==> config.mk <==
export PLATFORM = sky130hd
export DESIGN_NAME = issue_unit
export DESIGN_NICKNAME = d
export VERILOG_FILES = /design/src/design/issue_pkg.sv /design/src/design/pair_decoder.sv /design/src/design/pair_queue.sv /design/src/design/issue_ctrl.sv /design/src/design/issue_unit.sv
export VERILOG_INCLUDE_DIRS = /design/src /design/src/design
export SDC_FILE = /design/constraint.sdc
export NUM_CORES = 2
export LEC_CHECK = 0
export ABC_AREA = 1
export BUFFER_PORTS_ARGS = -buffer_cell sky130_fd_sc_hd__buf_2
export CAP_MARGIN = 20
export CORE_ASPECT_RATIO = 1.2
export CORE_MARGIN = 4
export CORE_UTILIZATION = 38
export CTS_BUF_LIST = sky130_fd_sc_hd__clkbuf_8
export CTS_CLUSTER_DIAMETER = 200
export DETAILED_ROUTE_END_ITERATION = 10
export GPL_TIMING_DRIVEN = 0
export PLACE_DENSITY = 0.65
export SLEW_MARGIN = 20
export SYNTH_ARGS = -nofsm -noshare
export SYNTH_HDL_FRONTEND = slang
export SYNTH_SLANG_ARGS = --single-unit
==> constraint.sdc <==
create_clock -name clock -period 9.6 [get_ports clock]
set_input_delay 0.48 -clock clock [delete_from_list [all_inputs] [get_ports clock]]
set_output_delay 0.48 -clock clock [all_outputs]
set_load 0.01 [all_outputs]
==> src/design/issue_defines.svh <==
`ifndef ISSUE_DEFINES_SVH
`define ISSUE_DEFINES_SVH

// instruction word and pc width
`define ISSUE_XLEN 32

// architectural register index width
`define ISSUE_REG_BITS 5

// pair entries held in each queue bank
`define ISSUE_QUEUE_PAIRS 8

`endif

==> src/design/issue_pkg.sv <==
`include "issue_defines.svh"

package issue_pkg;

  typedef logic [`ISSUE_XLEN-1:0] instr_word_t;
  typedef logic [`ISSUE_XLEN-1:0] pc_t;
  typedef logic [`ISSUE_REG_BITS-1:0] reg_idx_t;

  // one entry per pair, read position counts single instructions
  typedef logic [$clog2(`ISSUE_QUEUE_PAIRS)-1:0] pair_ptr_t;
  typedef logic [$clog2(`ISSUE_QUEUE_PAIRS):0] read_id_t;
  typedef logic [$clog2(`ISSUE_QUEUE_PAIRS)+1:0] occupancy_t;

  typedef struct packed {
    logic        valid;
    pc_t         pc;
    instr_word_t word0;
    instr_word_t word1;
  } fetch_pair_t;

  typedef struct packed {
    logic        valid;
    pc_t         pc;
    instr_word_t word;
    reg_idx_t    rd;
    reg_idx_t    rs1;
    reg_idx_t    rs2;
    logic        wren;
    logic        rden1;
    logic        rden2;
    logic        is_mul;
    logic        is_lsu;
    logic        is_serial;
  } decoded_instr_t;

  typedef struct packed {
    decoded_instr_t slot0;
    decoded_instr_t slot1;
  } issue_pair_t;

  typedef struct packed {
    logic           wen;
    pair_ptr_t      waddr;
    decoded_instr_t wdata0;
    decoded_instr_t wdata1;
  } queue_write_t;

  typedef struct packed {
    pair_ptr_t raddr0;
    pair_ptr_t raddr1;
  } queue_read_t;

  typedef struct packed {
    decoded_instr_t rdata0;
    decoded_instr_t rdata1;
  } queue_data_t;

endpackage

==> src/design/pair_decoder.sv <==
`timescale 1ns/10ps

module pair_decoder (
  input  logic                    clock,
  input  logic                    reset,
  input  logic                    clear,
  input  issue_pkg::fetch_pair_t  fetch,
  output issue_pkg::issue_pair_t  decoded_pair
);

  localparam logic [6:0] op_reg    = 7'b0110011;
  localparam logic [6:0] op_imm    = 7'b0010011;
  localparam logic [6:0] op_load   = 7'b0000011;
  localparam logic [6:0] op_store  = 7'b0100011;
  localparam logic [6:0] op_branch = 7'b1100011;
  localparam logic [6:0] op_fence  = 7'b0001111;
  localparam logic [6:0] op_system = 7'b1110011;
  localparam logic [6:0] funct7_mul = 7'b0000001;

  issue_pkg::issue_pair_t next_pair;

  function automatic issue_pkg::decoded_instr_t decode_word(
    input logic                   valid,
    input issue_pkg::pc_t         pc,
    input issue_pkg::instr_word_t word
  );
    issue_pkg::decoded_instr_t d;
    d = '0;
    d.valid = valid;
    d.pc = pc;
    d.word = word;
    d.rd = word[11:7];
    d.rs1 = word[19:15];
    d.rs2 = word[24:20];
    case (word[6:0])
      op_reg: begin
        d.wren = 1'b1;
        d.rden1 = 1'b1;
        d.rden2 = 1'b1;
        d.is_mul = (word[31:25] == funct7_mul);
      end
      op_imm: begin
        d.wren = 1'b1;
        d.rden1 = 1'b1;
      end
      op_load: begin
        d.wren = 1'b1;
        d.rden1 = 1'b1;
        d.is_lsu = 1'b1;
      end
      op_store: begin
        d.rden1 = 1'b1;
        d.rden2 = 1'b1;
        d.is_lsu = 1'b1;
      end
      op_branch: begin
        d.rden1 = 1'b1;
        d.rden2 = 1'b1;
      end
      op_fence, op_system: begin
        d.rden1 = 1'b1;
        d.is_serial = 1'b1;
      end
      default: ;
    endcase
    // x0 is never a real destination
    if (d.rd == '0) begin
      d.wren = 1'b0;
    end
    return d;
  endfunction

  always_comb begin
    next_pair.slot0 = decode_word(fetch.valid, fetch.pc, fetch.word0);
    next_pair.slot1 = decode_word(fetch.valid, fetch.pc + issue_pkg::pc_t'(4), fetch.word1);
  end

  always_ff @(posedge clock) begin
    decoded_pair <= next_pair;
    if (!reset || clear) begin
      decoded_pair.slot0.valid <= 1'b0;
      decoded_pair.slot1.valid <= 1'b0;
    end
  end

  // ##########################################################################
  // pairs always arrive whole
  pair_whole: assert property (@(posedge clock) disable iff (!reset)
    decoded_pair.slot1.valid == decoded_pair.slot0.valid);

endmodule

==> src/design/pair_queue.sv <==
`timescale 1ns/10ps
`include "issue_defines.svh"

module pair_queue (
  input  logic                    clock,
  input  issue_pkg::queue_write_t queue_write,
  input  issue_pkg::queue_read_t  queue_read,
  output issue_pkg::queue_data_t  queue_data
);

  // bank0 keeps the older slot of each pair, bank1 the younger one
  issue_pkg::decoded_instr_t bank0 [`ISSUE_QUEUE_PAIRS];
  issue_pkg::decoded_instr_t bank1 [`ISSUE_QUEUE_PAIRS];

  always_ff @(posedge clock) begin
    if (queue_write.wen) begin
      bank0[queue_write.waddr] <= queue_write.wdata0;
      bank1[queue_write.waddr] <= queue_write.wdata1;
    end
  end

  // asynchronous read, each bank at its own address
  always_comb begin
    queue_data.rdata0 = bank0[queue_read.raddr0];
    queue_data.rdata1 = bank1[queue_read.raddr1];
  end

  waddr_known: assert property (@(posedge clock)
    queue_write.wen |-> !$isunknown(queue_write.waddr));

endmodule

==> src/design/issue_ctrl.sv <==
`timescale 1ns/10ps
`include "issue_defines.svh"

module issue_ctrl (
  input  logic                    clock,
  input  logic                    reset,
  input  logic                    clear,
  input  logic                    exec_stall,
  input  issue_pkg::issue_pair_t  decoded_pair,
  output issue_pkg::queue_write_t queue_write,
  output issue_pkg::queue_read_t  queue_read,
  input  issue_pkg::queue_data_t  queue_data,
  output issue_pkg::issue_pair_t  issue,
  output logic                    fetch_stall
);

  localparam int capacity = 2 * `ISSUE_QUEUE_PAIRS;
  localparam int stall_level = capacity - 2;

  issue_pkg::pair_ptr_t      wptr;
  issue_pkg::read_id_t       rid;
  issue_pkg::occupancy_t     occupancy;

  logic                      wen;
  issue_pkg::pair_ptr_t      entry;
  issue_pkg::pair_ptr_t      next_entry;
  logic                      odd;
  issue_pkg::decoded_instr_t older;
  issue_pkg::decoded_instr_t younger;
  issue_pkg::occupancy_t     avail;
  logic                      single;
  logic                      raw;
  logic [1:0]                take;
  issue_pkg::occupancy_t     occ_next;
  issue_pkg::occupancy_t     projected;

  // ##########################################################################
  // write side

  assign wen = decoded_pair.slot0.valid & ~clear;

  always_comb begin
    queue_write.wen = wen;
    queue_write.waddr = wptr;
    queue_write.wdata0 = decoded_pair.slot0;
    queue_write.wdata1 = decoded_pair.slot1;
  end

  // ##########################################################################
  // read side, oldest two instructions

  assign entry = rid[$bits(rid)-1:1];
  assign odd = rid[0];
  assign next_entry = entry + 1'b1;

  always_comb begin
    queue_read.raddr0 = odd ? next_entry : entry;
    queue_read.raddr1 = entry;
    if (!odd) begin
      // empty queue, the incoming pair is read straight through
      if (wen && wptr == entry) begin
        older = decoded_pair.slot0;
        younger = decoded_pair.slot1;
      end else begin
        older = queue_data.rdata0;
        younger = queue_data.rdata1;
      end
    end else begin
      older = queue_data.rdata1;
      if (wen && wptr == next_entry) begin
        younger = decoded_pair.slot0;
      end else begin
        younger = queue_data.rdata0;
      end
    end
  end

  // ##########################################################################
  // pairing and issue count

  assign avail = occupancy + (wen ? issue_pkg::occupancy_t'(2) : issue_pkg::occupancy_t'(0));

  always_comb begin
    single = older.is_serial | younger.is_serial;
    single = single | (older.is_mul & younger.is_mul);
    single = single | (older.is_lsu & younger.is_lsu);
    raw = older.wren & ((younger.rden1 & (younger.rs1 == older.rd)) |
                        (younger.rden2 & (younger.rs2 == older.rd)));
  end

  always_comb begin
    if (exec_stall || clear || avail == '0) begin
      take = 2'd0;
    end else if (avail == issue_pkg::occupancy_t'(1) || single || raw) begin
      take = 2'd1;
    end else begin
      take = 2'd2;
    end
  end

  always_comb begin
    issue.slot0 = (take != 2'd0) ? older : '0;
    issue.slot1 = (take == 2'd2) ? younger : '0;
  end

  assign occ_next = avail - issue_pkg::occupancy_t'(take);

  // a pair may already be entering the decoder while fetch_stall is low
  assign projected = occ_next + (fetch_stall ? issue_pkg::occupancy_t'(0) :
                                               issue_pkg::occupancy_t'(2));

  always_ff @(posedge clock) begin
    if (!reset || clear) begin
      wptr <= '0;
      rid <= '0;
      occupancy <= '0;
      fetch_stall <= 1'b0;
    end else begin
      if (wen) begin
        wptr <= wptr + 1'b1;
      end
      rid <= rid + take;
      occupancy <= occ_next;
      fetch_stall <= (projected > stall_level);
    end
  end

  // ##########################################################################
  occupancy_bound: assert property (@(posedge clock) disable iff (!reset)
    occupancy <= capacity);

  issue_in_order: assert property (@(posedge clock) disable iff (!reset)
    issue.slot1.valid |-> issue.slot0.valid);

endmodule

==> src/design/issue_unit.sv <==
`timescale 1ns/10ps

module issue_unit (
  input  logic                   clock,
  input  logic                   reset,
  input  logic                   clear,
  input  logic                   exec_stall,
  input  issue_pkg::fetch_pair_t fetch,
  output issue_pkg::issue_pair_t issue,
  output logic                   fetch_stall
);

  issue_pkg::issue_pair_t  decoded_pair;
  issue_pkg::queue_write_t queue_write;
  issue_pkg::queue_read_t  queue_read;
  issue_pkg::queue_data_t  queue_data;

  pair_decoder i_pair_decoder (
    .clock        (clock),
    .reset        (reset),
    .clear        (clear),
    .fetch        (fetch),
    .decoded_pair (decoded_pair)
  );

  pair_queue i_pair_queue (
    .clock       (clock),
    .queue_write (queue_write),
    .queue_read  (queue_read),
    .queue_data  (queue_data)
  );

  issue_ctrl i_issue_ctrl (
    .clock        (clock),
    .reset        (reset),
    .clear        (clear),
    .exec_stall   (exec_stall),
    .decoded_pair (decoded_pair),
    .queue_write  (queue_write),
    .queue_read   (queue_read),
    .queue_data   (queue_data),
    .issue        (issue),
    .fetch_stall  (fetch_stall)
  );

endmodule

* After elaboration in Yosys (flattened, before gate mapping)
Memory sizes are Yosys's and may differ from the RTL's. A register that Yosys moved wholly into a read port is not among the register bits.
Cells that the tools add are included.
** Cells by class
- Multiplexer cells :: 25
- Reduce and logical (&&, ||, !) cells :: 22
- Order comparisons :: 1
- Equality and inequality tests :: 22
- Add/sub/neg operators :: 7
- Bitwise logic cells :: 11
** Operators by type and width (count)
- 2-to-1 mux 86 bit :: 7
- adder 32 x 3 -> 32 bit (second input constant) :: 1
- equality test 7 x 6 -> 1 bit (second input constant) :: 4
- equality test 7 bit (second input constant) :: 4
- logical NOT 5 bit :: 3
- equality test 7 x 1 -> 1 bit (second input constant) :: 2
- equality test 7 x 2 -> 1 bit (second input constant) :: 2
- equality test 7 x 4 -> 1 bit (second input constant) :: 2
- equality test 7 x 5 -> 1 bit (second input constant) :: 2
- OR reduction 7 bit :: 2
- 2-to-1 mux 1 bit :: 12
- OR reduction 3 bit :: 4
- adder 5 bit :: 2
- equality test 5 bit :: 2
- 2-to-1 mux 2 bit :: 4
- OR reduction 2 bit :: 4
- adder 3 x 1 -> 3 bit (second input constant) :: 2
- AND 1 bit :: 6
- equality test 3 bit :: 2
- 2-to-1 mux 3 bit :: 2
- equality test 5 x 1 -> 1 bit (second input constant) :: 1
- greater-than comparator 5 x 4 -> 1 bit (second input constant) :: 1
- logical OR 1 bit :: 5
- subtractor 5 x 2 -> 5 bit :: 1
- other kinds (7) :: 11
** Storage, ports and cells
- Memories kept :: 2
- Logic and storage cells :: 117
- Input bits :: 101
- Output and inout bits :: 173
- RAM bits :: 1376
- Bits in registers :: 184
** Memory list
- i_pair_queue.bank0 :: depth 8, bits a word 86, read ports 1, clocked after Yosys merged registers in 0, wr ports 1, RTL line pair_queue.sv:12 : issue_pkg::decoded_instr_t bank0 [`ISSUE_QUEUE_PAIRS];
- i_pair_queue.bank1 :: depth 8, bits a word 86, read ports 1, clocked after Yosys merged registers in 1, wr ports 1, RTL line pair_queue.sv:13 : issue_pkg::decoded_instr_t bank1 [`ISSUE_QUEUE_PAIRS];

* Depth between registers and ports, before layout
- Word-level depth :: 15
- Mapped depth :: 30
- Gate-level depth less buffers :: 27

* Cells and area by module
Synthesis repeated with hierarchy kept, for this count alone.
** Unflattened totals
- Cells, all modules :: 7811
- Area total of the unflattened synthesis :: 71513.6 um2
** Modules (own cells, without submodules)
- pair_queue :: cells each 5963, times used 1, area an instance 59678.5 um2
- issue_ctrl :: cells each 1450, times used 1, area an instance 7743.7 um2
- pair_decoder :: cells each 398, times used 1, area an instance 4091.4 um2

* Worst setup path after synthesis
OpenSTA, ideal clock, no wires.
- Path kind :: reg-to-reg
- Start :: reg i_pair_decoder.decoded_pair[171] (netlist name)
- End :: mem i_pair_queue.bank0[1][0] (netlist bit), enable pin
- Data arrival time :: 6.673 ns
- Stages on the path, launching flop included :: 7
- Clock period less this slack :: 7.311 ns
- Required time :: 8.961 ns
- Setup slack :: 2.289 ns
- Buffers on the path :: 0
- Cells stage by stage :: dfxtp_1 inv_1 nor2_4 inv_1 nor2_1 inv_1 nor2_1
** RTL lines (RTL line)
- to (decl) :: pair_queue.sv:12

==> impl_metrics.ini <==
[floorplanning]
num_rows = 149
start_util = 0.3819
dieHeight_um = 415.1
dieArea_um2 = 144100
die_x_um = 347.2
core_area_um2 = 137400
io-pin-count = 274

[drt]
drtPass1Iterations = 9
drc = 0
routed_wl_mm = 175.9
drtIter0Drc = 4672
vias = 40308
ant_nets = 0
post_drt_wl_per_cell_um = 23.77
via_per_inst = 5.448

[sta]
tightest_slew_ns = 1.142
fin_skew_ns = 0.04649
hold_viol = 0
setup_viol = 0
fmax_mhz = 171.4
period_share = 0.6078
post-route-min-period_ns = 5.835
rsz0062_at_grt = no
hold_slack_ns = 0.09683
slew_headroom = 0.2389
setup_tns_ns = 0
drv_slew = 0

[cts]
cts_tree = yes
clk_pin_slew_worst_paths_ns = 0.06
cts_resized = 0
cts_max_level = 4
cts_sinks = 1264
cts_root_buffer = clkbuf_8
cts_hold_buffers = 98
cts_buffers = 200
clockBufferDepth = 3
clock_latency_ns = 0.88
cts_setup_buffers = 0

[final_layout]
fin_cells = 7398
drive_above_1_share = 0.1521
final_nets = 5518
fin_util = 0.4562
mostFrequentLayoutCell = nand2_1
area_growth_pct = 19.44
layout_common_cells = 1350 x nand2_1, 1112 x edfxtp_1, 558 x nand3_1

[logic_synthesis]
ys_ff_latch = 1264
syn_inst = 4766
yosysWarnings = 0
synth.distinct_cells = 45
synth.area.top_cells = edfxtp_1 64%, nand2_1 9.7%, dfxtp_1 5.8%, nand3_1 5.3%, nor2_1 2.5%
seq_area_frac_synth = 0.6943
synth_area_um2 = 52480
synth.top_cell.area_share = 0.6363
yosys.area.top_type = edfxtp_1
synth_nets = 4880
syn_area_per_cell_um2 = 11.01

[grt]
met3_usage = 0.05879
grt_overflow = 0
antenna_found_initial = 6
met2_usage = 0.3820
grt_usage = 0.2368
first_global_vias = 38816
grt_pass1_wl_mm = 254.6
grt_max_degree = 23
grt.busiest_layer = met2
gr-usage-met1 = 0.3025

[setup_path]
rr_startpoint = i_pair_decoder.decoded_pair[171]
worstReg2RegEnd = i_issue_ctrl.fetch_stall
worstSetupPathType = register to primary output
reg2reg_slack_ns = 4.38
worstPathRequired_ns = 9.12
critical_path_arrival_ns = 5.35
startpoint_type = register
reg2reg_depth = 22
path_max_fanout = 10
endpoint_kind = primary output

[power]
irDropWorstVdd_mv = 0.1327
pwr_density_cell_nw_per_um2 = 174.6
leakagePower_nw = 24.56

[placement]
io_buffers = 272
dp.cells = 6916
finalWeightedCongestion = 0.9195
post-dp-hpwl_mm = 123.0

[run_status]
status = completed

[hold_path]
hold_path_class = input port to register
hold_start = clear
min_to = i_issue_ctrl.wptr[2]
whs_path_depth = 5

[run]
cap_violations = 0
## state kept, by name (all words and copies together), names as in the netlist
| name | flops |
|---|---|
| i_pair_queue.bank0 | 560 |
| i_issue_ctrl.occupancy | 5 |
| i_pair_queue.bank1 | 552 |
| i_issue_ctrl.fetch_stall | 1 |
| i_pair_decoder.decoded_pair | 139 |
| i_issue_ctrl.wptr | 3 |
| i_issue_ctrl.rid | 4 |
## through the flow
step / total power, W / cell area [um2] / worst slack [ns]
2_1_floorplan: 0.006359 / 52480 / 2.289
6_report: 0.01094 / 62680 / 3.765
3_5_place_dp: 0.006551 / 57720 / 4.571
4_1_cts: 0.01097 / 62650 / 3.663
5_1_grt: 0.01129 / 62660 / 3.684
3_3_place_gp: 0.006543 / 56110 / -4.382
## worst max-delay path by stage
stage	cells past startpoint	endpoint	slack, ns	startpoint
6_report	13	issue[113]	3.77	i_issue_ctrl.rid[1]
2_1_floorplan	6	i_pair_queue.bank0[1][0]	2.29	i_pair_decoder.decoded_pair[171]
5_1_grt	13	issue[113]	3.68	i_issue_ctrl.rid[1]
4_1_cts	13	issue[46]	3.66	i_issue_ctrl.rid[2]
3_5_place_dp	21	i_issue_ctrl.fetch_stall	4.57	i_pair_decoder.decoded_pair[171]
3_3_place_gp	4	i_pair_queue.bank1[4][57]	-4.38	i_pair_decoder.decoded_pair[171]
## final cells by class
cell class / instances / area, um2
antenna: 9 / 22.52
buffer: 325 / 1622
clock buffer: 235 / 3234
clock inverter: 140 / 716.9
fill: 12422 / 74720
inverter: 170 / 639.4
multi-input combinational: 3007 / 13860
sequential: 1264 / 36430
tap: 1812 / 2267
timing repair buffer: 436 / 3881
## synth_stat cells, drive strengths merged
cell type / number
inv: 169
nand3: 559
a21boi: 1
a21oi: 217
nand2: 1360
o2111ai: 2
o2bb2ai: 1
fa: 2
xnor2: 11
buf: 188
nor3: 16
clkbuf: 137
nand4: 10
conb: 1
o221ai: 6
a22oi: 50
o22ai: 64
xor2: 23
o21a: 3
dfxtp: 152
mux2i: 1
nor4b: 2
clkinv: 1
nor2: 411
nor4: 2
o21ai: 117
a31oi: 110
o211ai: 11
or2: 2
ha: 11
o21bai: 1
a211oi: 13
edfxtp: 1112
## power breakdown
| part | internal (W) | total, W | switching (W) | leakage (nW) |
|---|---|---|---|---|
| logic | 0.000128 | 0.000378 | 0.000250 | 10.9 |
| clock network | 0.00230 | 0.00446 | 0.00217 | 2.34 |
| registers | 0.00602 | 0.00610 | 0.0000853 | 11.3 |
| total | 0.00844 | 0.0109 | 0.00250 | 24.6 |
## critical path, cell delays in order (launching register included)
cell and delay, ns:
dfxtp_1 0.46, ha_1 0.27, inv_1 0.08, nand2_1 0.06, nand2_1 0.08, o21ai_2 0.46, buf_2 0.40, clkbuf_1 0.61
clkbuf_1 0.75, a31oi_1 0.35, nor2_1 0.20, nor2_1 0.06, nor2_1 0.45, buf_2 0.24
## metal layers
layer / share of wire / vias to the layer above
met4: 0.045 / 4
met1: 0.38 / 19417
met5: 0.00016 / -
met3: 0.11 / 435
met2: 0.47 / 2497
li1: - / 17955
## cells by family after synthesis
family	synth area share
DFF	0.6943
xor gates and xnor gates	0.005674
and+or+nand+nor	0.1877
other	0.00007146
buffers and inverters	0.04292
muxes	0.0001907
AOI/OAI and AO/OA	0.06583
adders and majority gates	0.003386
(Power assumes the default switching activity.)
